$ cat config.mk
export PLATFORM = sky130hd
export DESIGN_NAME = alu_top
export DESIGN_NICKNAME = d
export VERILOG_FILES = /design/src/common/alu_pkg.sv /design/src/common/operand_if.sv /design/src/adder/cla_4.sv /design/src/adder/cla_adder.sv /design/src/rtl/logic_unit.sv /design/src/rtl/shifter.sv /design/src/rtl/alu_control.sv /design/src/rtl/alu_top.sv
export SDC_FILE = /design/constraint.sdc
export NUM_CORES = 1
export LEC_CHECK = 0
export ABC_AREA = 1
export BUFFER_PORTS_ARGS = -buffer_cell sky130_fd_sc_hd__buf_4
export CAP_MARGIN = 20
export CORE_AREA = 2 2 123 125
export CTS_CLUSTER_SIZE = 40
export DETAILED_ROUTE_END_ITERATION = 10
export DIE_AREA = 0 0 125 127
export HOLD_SLACK_MARGIN = 0.06
export PLACE_DENSITY = 0.88
export RECOVER_POWER = 100
export SLEW_MARGIN = 20
export SYNTH_ARGS = -nofsm -noshare
export SYNTH_HDL_FRONTEND = slang
export SYNTH_SLANG_ARGS = --single-unit
$ cat constraint.sdc
create_clock -name clk -period 7.1 [get_ports clk]
set_input_delay 0.355 -clock clk [delete_from_list [all_inputs] [get_ports clk]]
set_output_delay 0.355 -clock clk [all_outputs]
set_load 0.01 [all_outputs]
$ cat src/common/alu_pkg.sv
`default_nettype none

package alu_pkg;

  // Default data width for every module in the ALU
  localparam int DEFAULT_WIDTH = 32;

  // Operation code carried from the issue stage to the units
  typedef logic [2:0] op_t;

  // Condition flags packed as N Z C V, top to bottom
  typedef logic [3:0] flags_t;

  // Arithmetic ops, both served by the adder
  localparam op_t OP_ADD = 3'd0;
  localparam op_t OP_SUB = 3'd1;

  // Bitwise ops, served by the logic unit
  localparam op_t OP_AND = 3'd2;
  localparam op_t OP_OR  = 3'd3;
  localparam op_t OP_XOR = 3'd4;

  // Shifts, served by the barrel shifter
  localparam op_t OP_SLL = 3'd5;
  localparam op_t OP_SRL = 3'd6;
  localparam op_t OP_SRA = 3'd7;

  // Bit positions inside flags_t
  // Overflow, signed result out of range
  localparam int FLAG_V = 0;
  // Carry out, or no borrow on subtract
  localparam int FLAG_C = 1;
  // Result is all zeros
  localparam int FLAG_Z = 2;
  // Top bit of the result
  localparam int FLAG_N = 3;

endpackage

`default_nettype wire

$ cat src/common/operand_if.sv
`default_nettype none

// Operands issued by control, read by the combinational units
interface operand_if #(
  parameter int data_width = alu_pkg::DEFAULT_WIDTH
);
  import alu_pkg::*;

  // First operand, straight from the issue register
  logic [data_width-1:0] a;
  // Second operand, inverted for subtract
  logic [data_width-1:0] b;
  // Issued opcode
  op_t                   op;
  // Adder carry in, set for subtract
  logic                  c_in;

  // Control side drives everything
  modport ctrl (output a, b, op, c_in);

  // Units only read
  modport unit (input a, b, op, c_in);

endinterface

`default_nettype wire

$ cat src/adder/cla_4.sv
`default_nettype none

// 4-bit carry-lookahead block
module cla_4 (
  input  logic       c_in,
  input  logic [3:0] a,
  input  logic [3:0] b,
  output logic [3:0] s,
  output logic       c_out,
  output logic       c3
);

  // Per-bit propagate and generate
  logic [3:0] p;
  logic [3:0] g;

  // Carries into bits 1 and 2
  logic       c1;
  logic       c2;

  // Pi = Ai ^ Bi
  assign p = a ^ b;
  // Gi = Ai & Bi
  assign g = a & b;

  // Every carry is a flat sum of products of the block inputs
  // Nothing ripples from one bit to the next

  // C1 = G0 + P0.C0
  assign c1 = g[0]
            | (p[0] & c_in);

  // C2 = G1 + P1.G0 + P1.P0.C0
  assign c2 = g[1]
            | (p[1] & g[0])
            | (p[1] & p[0] & c_in);

  // C3 = G2 + P2.G1 + P2.P1.G0 + P2.P1.P0.C0
  // Also exported, the adder needs it for signed overflow
  assign c3 = g[2]
            | (p[2] & g[1])
            | (p[2] & p[1] & g[0])
            | (p[2] & p[1] & p[0] & c_in);

  // C4 = G3 + P3.G2 + P3.P2.G1 + P3.P2.P1.G0 + P3.P2.P1.P0.C0
  assign c_out = g[3]
               | (p[3] & g[2])
               | (p[3] & p[2] & g[1])
               | (p[3] & p[2] & p[1] & g[0])
               | (p[3] & p[2] & p[1] & p[0] & c_in);

  // Si = Pi ^ Ci
  assign s = p ^ {c3, c2, c1, c_in};

endmodule

`default_nettype wire

$ cat src/adder/cla_adder.sv
`default_nettype none

// Parameter-width adder built from a chain of 4-bit lookahead blocks
module cla_adder #(
  parameter int data_width = alu_pkg::DEFAULT_WIDTH
) (
  operand_if.unit              ops,
  output logic [data_width-1:0] sum,
  output logic                  c_out,
  output logic                  overflow
);

  // Number of 4-bit blocks
  localparam int num_blocks = data_width / 4;

  // Carry between blocks, entry 0 is the adder carry in
  logic [num_blocks:0]   blk_carry;
  // Carry into the top bit of each block
  logic [num_blocks-1:0] blk_c3;

  assign blk_carry[0] = ops.c_in;

  // One lookahead block per nibble
  for (genvar i = 0; i < num_blocks; i++) begin : g_blk
    // Top bit of this nibble
    localparam int hi = 4 * i + 3;

    cla_4 u_cla_4 (
      .c_in  (blk_carry[i]),
      .a     (ops.a[hi -: 4]),
      .b     (ops.b[hi -: 4]),
      .s     (sum[hi -: 4]),
      .c_out (blk_carry[i+1]),
      .c3    (blk_c3[i])
    );
  end

  // Unsigned carry out of the whole word
  assign c_out = blk_carry[num_blocks];

  // Signed overflow, carry into MSB differs from carry out of MSB
  // Both come from the last block
  assign overflow = blk_c3[num_blocks-1] ^ blk_carry[num_blocks];

endmodule

`default_nettype wire

$ cat src/rtl/logic_unit.sv
`default_nettype none

// Bitwise and, or, xor
module logic_unit #(
  parameter int data_width = alu_pkg::DEFAULT_WIDTH
) (
  operand_if.unit               ops,
  output logic [data_width-1:0] logic_result
);

  import alu_pkg::*;

  always_comb begin
    case (ops.op)
      OP_AND: begin
        logic_result = ops.a & ops.b;
      end
      OP_OR: begin
        logic_result = ops.a | ops.b;
      end
      OP_XOR: begin
        logic_result = ops.a ^ ops.b;
      end
      default: begin
        // Held at zero for non-logic ops, keeps the path quiet
        logic_result = '0;
      end
    endcase
  end

endmodule

`default_nettype wire

$ cat src/rtl/shifter.sv
`default_nettype none

// Logarithmic barrel shifter, one stage per bit of the shift amount
module shifter #(
  parameter int data_width = alu_pkg::DEFAULT_WIDTH
) (
  operand_if.unit               ops,
  output logic [data_width-1:0] shift_result
);

  import alu_pkg::*;

  // Shift amount width, low bits of b only
  localparam int shamt_w = $clog2(data_width);

  // Word after each stage, stage 0 is the input
  logic [data_width-1:0] stage [0:shamt_w];
  // Left shift runs through the right-shift stages bit-reversed
  logic                  left;
  // Bit shifted in from the top
  logic                  fill;

  // Mirror a word end to end
  function automatic logic [data_width-1:0] reverse(input logic [data_width-1:0] d);
    logic [data_width-1:0] r;
    for (int i = 0; i < data_width; i++) begin
      r[i] = d[data_width-1-i];
    end
    return r;
  endfunction

  assign left = (ops.op == OP_SLL);

  // Sign fill for arithmetic right, zeros otherwise
  assign fill = (ops.op == OP_SRA) ? ops.a[data_width-1] : 1'b0;

  assign stage[0] = left ? reverse(ops.a) : ops.a;

  // Stage i shifts right by 2**i when bit i of b is set
  for (genvar i = 0; i < shamt_w; i++) begin : g_stage
    localparam int step = 1 << i;

    assign stage[i+1] = ops.b[i] ? {{step{fill}}, stage[i][data_width-1:step]}
                                 : stage[i];
  end

  // Undo the reversal for left shifts
  assign shift_result = left ? reverse(stage[shamt_w]) : stage[shamt_w];

endmodule

`default_nettype wire

$ cat src/rtl/alu_control.sv
`default_nettype none

// Issue stage, operand prep, result select, flags and done
module alu_control #(
  parameter int data_width = alu_pkg::DEFAULT_WIDTH
) (
  input  logic                  clk,
  input  logic                  rst,
  input  logic                  start,
  input  alu_pkg::op_t          op,
  input  logic [data_width-1:0] a,
  input  logic [data_width-1:0] b,
  operand_if.ctrl               ops,
  input  logic [data_width-1:0] sum,
  input  logic [data_width-1:0] logic_result,
  input  logic [data_width-1:0] shift_result,
  input  logic                  c_out,
  input  logic                  overflow,
  output logic [data_width-1:0] result,
  output alu_pkg::flags_t       flags,
  output logic                  done
);

  import alu_pkg::*;

  // Issue register
  op_t                   iss_op;
  logic [data_width-1:0] iss_a;
  logic [data_width-1:0] iss_b;
  logic                  iss_valid;

  // Decode of the issued op
  logic                  is_sub;
  logic                  is_arith;

  // Selected result and its flags, registered next edge
  logic [data_width-1:0] sel_result;
  flags_t                sel_flags;

  assign is_sub   = (iss_op == OP_SUB);
  assign is_arith = (iss_op == OP_ADD) || is_sub;

  // Operands into the units
  // Subtract is a + ~b + 1, so the adder never needs to know
  assign ops.a    = iss_a;
  assign ops.op   = iss_op;
  assign ops.b    = is_sub ? ~iss_b : iss_b;
  assign ops.c_in = is_sub;

  // Pick the unit that matches the issued op
  always_comb begin
    case (iss_op)
      OP_ADD, OP_SUB: begin
        sel_result = sum;
      end
      OP_AND, OP_OR, OP_XOR: begin
        sel_result = logic_result;
      end
      default: begin
        // SLL, SRL, SRA
        sel_result = shift_result;
      end
    endcase
  end

  // Flags from the selected result
  always_comb begin
    sel_flags         = '0;
    sel_flags[FLAG_Z] = (sel_result == '0);
    sel_flags[FLAG_N] = sel_result[data_width-1];
    // C and V only mean something for add and sub
    sel_flags[FLAG_C] = is_arith & c_out;
    sel_flags[FLAG_V] = is_arith & overflow;
  end

  // Issue payload, loaded on start only
  always_ff @(posedge clk) begin
    if (start) begin
      iss_op <= op;
      iss_a  <= a;
      iss_b  <= b;
    end
  end

  // Issue valid, one cycle per start
  always_ff @(posedge clk) begin
    if (rst) begin
      iss_valid <= 1'b0;
    end else begin
      iss_valid <= start;
    end
  end

  // Result stage, second edge after start
  // result and flags hold while nothing is in flight
  always_ff @(posedge clk) begin
    if (rst) begin
      result <= '0;
      flags  <= '0;
      done   <= 1'b0;
    end else begin
      done <= iss_valid;
      if (iss_valid) begin
        result <= sel_result;
        flags  <= sel_flags;
      end
    end
  end

endmodule

`default_nettype wire

$ cat src/rtl/alu_top.sv
`default_nettype none

// Registered integer ALU, top level
module alu_top #(
  parameter int data_width = alu_pkg::DEFAULT_WIDTH
) (
  input  logic                  clk,
  input  logic                  rst,
  input  logic                  start,
  input  alu_pkg::op_t          op,
  input  logic [data_width-1:0] a,
  input  logic [data_width-1:0] b,
  output logic [data_width-1:0] result,
  output alu_pkg::flags_t       flags,
  output logic                  done
);

  // Unit outputs back into control
  logic [data_width-1:0] sum;
  logic [data_width-1:0] logic_result;
  logic [data_width-1:0] shift_result;
  logic                  c_out;
  logic                  overflow;

  // Issued operands, shared by all three units
  operand_if #(.data_width(data_width)) ops_bus ();

  alu_control #(.data_width(data_width)) u_control (
    .clk          (clk),
    .rst          (rst),
    .start        (start),
    .op           (op),
    .a            (a),
    .b            (b),
    .ops          (ops_bus.ctrl),
    .sum          (sum),
    .logic_result (logic_result),
    .shift_result (shift_result),
    .c_out        (c_out),
    .overflow     (overflow),
    .result       (result),
    .flags        (flags),
    .done         (done)
  );

  // Add and subtract
  cla_adder #(.data_width(data_width)) u_adder (
    .ops      (ops_bus.unit),
    .sum      (sum),
    .c_out    (c_out),
    .overflow (overflow)
  );

  // And, or, xor
  logic_unit #(.data_width(data_width)) u_logic (
    .ops          (ops_bus.unit),
    .logic_result (logic_result)
  );

  // Shift amount is the low bits of b
  shifter #(.data_width(data_width)) u_shifter (
    .ops          (ops_bus.unit),
    .shift_result (shift_result)
  );

endmodule

`default_nettype wire

## After elaboration in Yosys (flattened, before gate mapping)

Cells that the tools add are included.

| word-level totals | value |
|---|---|
| word-level logic and storage cells | 268 |
| bits in registers | 105 |
| input port bits | 70 |

| cells by class | value |
|---|---|
| bitwise gates (word level) | 239 |
| reduce and logical (&&, ||, !) cells | 5 |
| equal/unequal tests | 6 |
| mux-type cells | 11 |

Operators by type and width:

| operator | count |
|---|---|
| 32-bit 2-to-1 mux | 8 |
| 1-bit bitwise AND | 130 |
| 32-bit case mux with 3 select lines | 1 |
| 1-bit OR | 80 |
| 32-bit case mux with 2 select lines | 1 |
| 4-bit XOR | 16 |
| 32-bit bitwise AND | 1 |
| 4-bit bitwise AND | 8 |
| 32-bit zero test | 1 |
| 32-bit NOT | 1 |
| 32-bit OR | 1 |
| 32-bit XOR | 1 |
| 3-bit equality test, second input constant | 3 |
| 3-bit by 2-bit equality test with 1-bit output, second input constant | 2 |
| 3-bit by 1-bit equality test with 1-bit output, second input constant | 1 |
| 3-bit zero test | 1 |
| 3-bit OR reduction | 1 |
| 2-bit OR reduction | 1 |
| 1-bit logical OR | 1 |
| 1-bit 2-to-1 mux | 1 |
| 1-bit XOR | 1 |

## Depth between registers and ports, before layout

| depth | value |
|---|---|
| depth in word-level cells | 25 |
| mapped depth | 35 |
| gate-level depth less buffers | 33 |

## By module

From an unflattened synthesis, not the netlist that was laid out.

| unflattened totals | value |
|---|---|
| cell total of the unflattened synthesis | 1587 |
| area, all modules | 10660.2 µm² |

By module, submodules not included:

| module | times used | cells each | area an instance (µm²) |
|---|---|---|---|
| alu_control | 1 | 487 | 4599.4 |
| shifter | 1 | 566 | 2622.5 |
| logic_unit | 1 | 313 | 1948.1 |
| cla_4 | 8 | 27 | 183.9 |
| cla_adder | 1 | 5 | 18.8 |

## Worst setup path after synthesis

No wires, ideal clock.

| timing | value |
|---|---|
| path type | flip-flop to flip-flop |
| from | register u_control.iss_op[2] (netlist: u_control.ops.op[2]) |
| to | register u_control.flags[2] |
| period minus slack after synthesis | 4.512 ns |
| data arrival time | 4.442 ns |
| cell stages (with the launch flop) | 33 |
| required time | 7.029 ns |
| slack | 2.588 ns |
| library setup time | 0.071 ns |
| cells stage by stage | edfxtp_1 > buf_2 > inv_2 > nand3_4 > buf_2 > buf_1 > xnor2_1 > inv_1 > ha_1 > inv_1 > nor3_1 > nand3_1 > nand2_1 > nand2_1 > nand2_1 > nand2_1 > nand2_1 > nand2_1 > nand2_1 > nand2_1 > nand2_1 > nand2_1 > nand2_1 > inv_1 > fa_1 > xnor2_1 > a221oi_1 > nand4_1 > nor2_1 > nand3_1 > nor2_1 > nand3_1 > a21oi_1 |

| on the way | value |
|---|---|
| word-level cells in the longest chain between the ends | 25 |
| elaborated cells between the ends (all ways) | 245 |
| classes of those cells | 6 x eq/ne; 11 x mux; 224 x bitwise; 4 x reduce/logical |

Ends and longest elaborated chain:

| element | line | RTL |
|---|---|---|
| start: declaration | alu_control.sv:27 | `op_t iss_op;` |
| start signal: assignment | alu_control.sv:79 | `iss_op <= op;` |
| 3-bit by 1-bit equality test with 1-bit output | alu_control.sv:40, alu_control.sv:52 |  |
| 32-bit 2-to-1 mux | alu_control.sv:47 | `assign ops.b = is_sub ? ~iss_b : iss_b;` |
| 4-bit XOR / 4-bit bitwise AND (equally long branches) | cla_4.sv:22, cla_4.sv:24 |  |
| 1-bit bitwise AND (on tied branches) | -- |  |
| 1-bit OR, or another cell as far along | cla_4.sv:47 | `\| (p[3] & g[2])` |
| 1-bit OR, or another cell as far along | cla_4.sv:48 | `\| (p[3] & p[2] & g[1])` |
| 1-bit OR / 1-bit bitwise AND (equally long branches) | cla_4.sv:49, cla_4.sv:50 |  |
| 1-bit OR | cla_4.sv:50 | `\| (p[3] & p[2] & p[1] & p[0] & c_in);` |
| [9 not listed] | -- |  |
| 1-bit OR | cla_4.sv:50 |  |
| 1-bit bitwise AND | cla_4.sv:50 |  |
| 1-bit OR | cla_4.sv:50 |  |
| 1-bit bitwise AND (on tied branches) | cla_4.sv:31, cla_4.sv:36, cla_4.sv:43 |  |
| 1-bit OR (on tied branches) | cla_4.sv:31, cla_4.sv:36, cla_4.sv:43 |  |
| 4-bit XOR | cla_4.sv:53 | `assign s = p ^ {c3, c2, c1, c_in};` |
| 32-bit case mux with 2 select lines * | alu_control.sv:52 | `case (iss_op)` |
| 32-bit zero test * | alu_control.sv:69 | `sel_flags[FLAG_Z] = (sel_result == '0);` |
| end signal: assignment | alu_control.sv:105 | `flags <= sel_flags;` |
| end: declaration | alu_control.sv:20 | `output alu_pkg::flags_t flags,` |

Mark *: on every way between the ends. The rest lies on a longest branch, timed or not.
A chain may end at the register's enable or synchronous reset.

## Worst setup path after layout

| timing | value |
|---|---|
| from | register u_control.iss_op[1] (netlist: u_control.ops.op[1]) |
| to | register u_control.flags[2] |

The elaborated chain is that of the path after synthesis.

==> results.ini <==
[synthesis]
synth_top_area_share_pct=21.6
synthArstFlopShare_pct=0
synth-seq-area-share_pct=29.5
synth_area_leaders=edfxtp_1 (22%), nand3_1 (16%), nand2_1 (16%), ha_1 (8.6%), dfxtp_1 (7.9%)
synth_compound_area_share_pct=10.3
ys_warn_count=0
synth_top_family_by_area=simple AND/OR/NAND/NOR gates
syn-num-nets=1541
synth_mux_area_share_pct=0
synth_edf_count=67
synth_xor_area_share_pct=3.61
syn_inst=1400
ys.flop_type=edfxtp_1
synthSimpleGateAreaFrac_pct=36.7
synth.ff_latch_count=104
ys_types=35
netlist.top_cell.by_area=edfxtp_1
syn_area_mm2=0.00932
syn_area_per_cell_um2=6.66
synthAdderAreaFrac_pct=10.1

[drt]
ant_nets=0
firstDrtPassIters=6
first_iter_violations=1546
avgViaCountPerCell=6.28
vias=10300
wl_um=32300
drt-wirelength-per-cell_um=19.6
drc=0

[timing]
setup_tns_ns=0
final.setup_skew_ns=0.0186
final_hold_viol_count=0
hold_ws_ns=0.171
timing.final.crit_period_ns=6.13
fin_crit_sh_pct=86.4
fmax_mhz=163
finalSetupViolations=0
rsz0062_at_grt=false
worst_slew_pin_slew_ns=3.60
drv_slew=124
relSlewSlack_pct=-140

[global_routing]
overflow=0
grt_pass1_wl_um=49400
antenna_found_initial=0
grt_pass1_vias=9265
grt.total_usage_pct=40.1
grt_max_degree=69

[placed_design]
gp_congestion=1.00
hpwl_um=24500
io_buffers=106
place_inst=1629

[critical_path]
cp-end-kind=flip-flop
critPathLaunchType=flip-flop
cp.arrival_ns=6.43
cp_max_fo=38
cp.required_ns=7.40
worst-setup-path-type=reg -> reg

[floorplanning]
rows=44
die_w_um=125
initial_utilization_pct=64.6
io_pins=107
die_y_um=127
core_mm2=0.0144
die-area_mm2=0.0159

[pwr]
power.density_mw_per_mm2=218
p_leak_uw=0.00513
ir_drop_mv=0.205

[final_layout]
fill_cells=1196
final_common_cell=nand2_1
diodes=0
fin_nets=1598
layout_common_cells=nand2_1 (391), nand3_1 (297), inv_1 (151)
fin_cells=1646
drive_gt1_share_pct=7.32
syn_to_final_growth_pct=10.4

[outcome]
outcome=finished with violations
violations=max-capacitance violations, max-slew violations

[cts]
clk_path_buf_depth=2
cts.sinks=104
hold_buffers=0
post_cts_resized=0
clk_pin_slew_ns=0.09
numCtsBuffers=9
htreeDepth=3
cts_root_buf=clkbuf_16
clk_latency_ns=0.37
cts_tree=yes
post-cts-setup-buffers=0

[job]
drv_cap=2

[worst_hold_path]
min_path_type=in -> reg

## synth_stat cells, types with 5 or more instances
library cell	count
nand2_1	391
nand3_1	297
inv_1	150
nor2_1	84
edfxtp_1	67
ha_1	64
o21ai_0	64
clkbuf_1	44
a21oi_1	38
dfxtp_1	37
xnor2_1	31
buf_2	23
o211ai_1	20
a221oi_1	13
nand4_1	12
o22ai_1	11
a211oi_1	8
fa_1	7
buf_1	6
inv_2	5
nor3_1	5
## worst paths after layout
kind	start	to	slack [ns]	cells after the start
max	u_control.ops.op[1]$_DFFE_PP_	u_control.flags[2]$_SDFFE_PP0P_	0.97	17
min reg2reg	u_control.flags[1]$_SDFFE_PP0P_	u_control.flags[1]$_SDFFE_PP0P_	0.48	2
max reg2reg	u_control.ops.op[1]$_DFFE_PP_	u_control.flags[2]$_SDFFE_PP0P_	0.97	17
min	a[3]	u_control.ops.a[3]$_DFFE_PP_	0.17	1
## stage by stage
stage / instance area (um2) / total power [uW] / util [%] / setup WS [ns]
after global routing: 10300 / 2370 / 71.3 / 0.591
after detailed placement: 10100 / 1730 / 70.3 / 1.48
after CTS: 10400 / 2210 / 72.2 / 1.46
after floorplan: 9320 / 1420 / - / 2.59
final: 10300 / 2240 / 71.3 / 0.968
after global placement: 10100 / 1710 / 70.3 / 1.70
## flip-flops by register name, summed over array words and instances, names as in the netlist
signal / cells
u_control.ops.a: 32
u_control.flags: 4
u_control.ops.op: 3
u_control.iss_b: 32
u_control.iss_valid: 1
u_control.result: 31
u_control.done: 1
## metal layers
layer	track usage (%)	vias to the layer above	wire length (um)
met5	0	-	0
met4	18.0	0	1670
met3	9.51	131	4050
met2	61.8	787	14000
met1	54.0	4646	12500
li1	-	4768	-
## logic make-up (layout without fill, tap and decap cells)
group,after synthesis,after routing
flops,104,104
fa+ha+maj,71,71
compound gates,162,162
buf+inv,233,295
simple gates,795,795
xor+xnor,35,35
## worst max-delay path, cell delays in order, from the launching register on
cell and delay, ns:
edfxtp_1 1.12, inv_1 0.45, nand3_1 0.94, clkbuf_1 0.96, o21ai_0 0.44, nand2_1 0.19, nand3_1 0.14, nand3_1 0.12
nand3_1 0.16, nand3_1 0.19, nand3_1 0.16, nand2_1 0.13, o21ai_0 0.08, a31oi_1 0.42, nand3_1 0.20, nor2_1 0.15
nand3_1 0.09, a21oi_1 0.11
## layout make-up
class | count | area (um2) | area share [%]
repair buffers | 120 | 767 | 7.45
flip-flops and latches | 104 | 2750 | 26.8
clock inverters | 5 | 42.5 | 0.413
clock buffers | 11 | 233 | 2.26
inverters | 159 | 597 | 5.80
well taps | 184 | 230 | 2.24
multi-input cells | 1063 | 5670 | 55.1
## power breakdown
part	switching (uW)	internal [uW]	leakage, uW	total, uW
combinational	683	324	0.00404	1010
sequential	54.4	697	0.000961	751
clock	244	242	0.000124	485
total	981	1260	0.00513	2240
No activity file was read; power rests on OpenSTA's default activity.
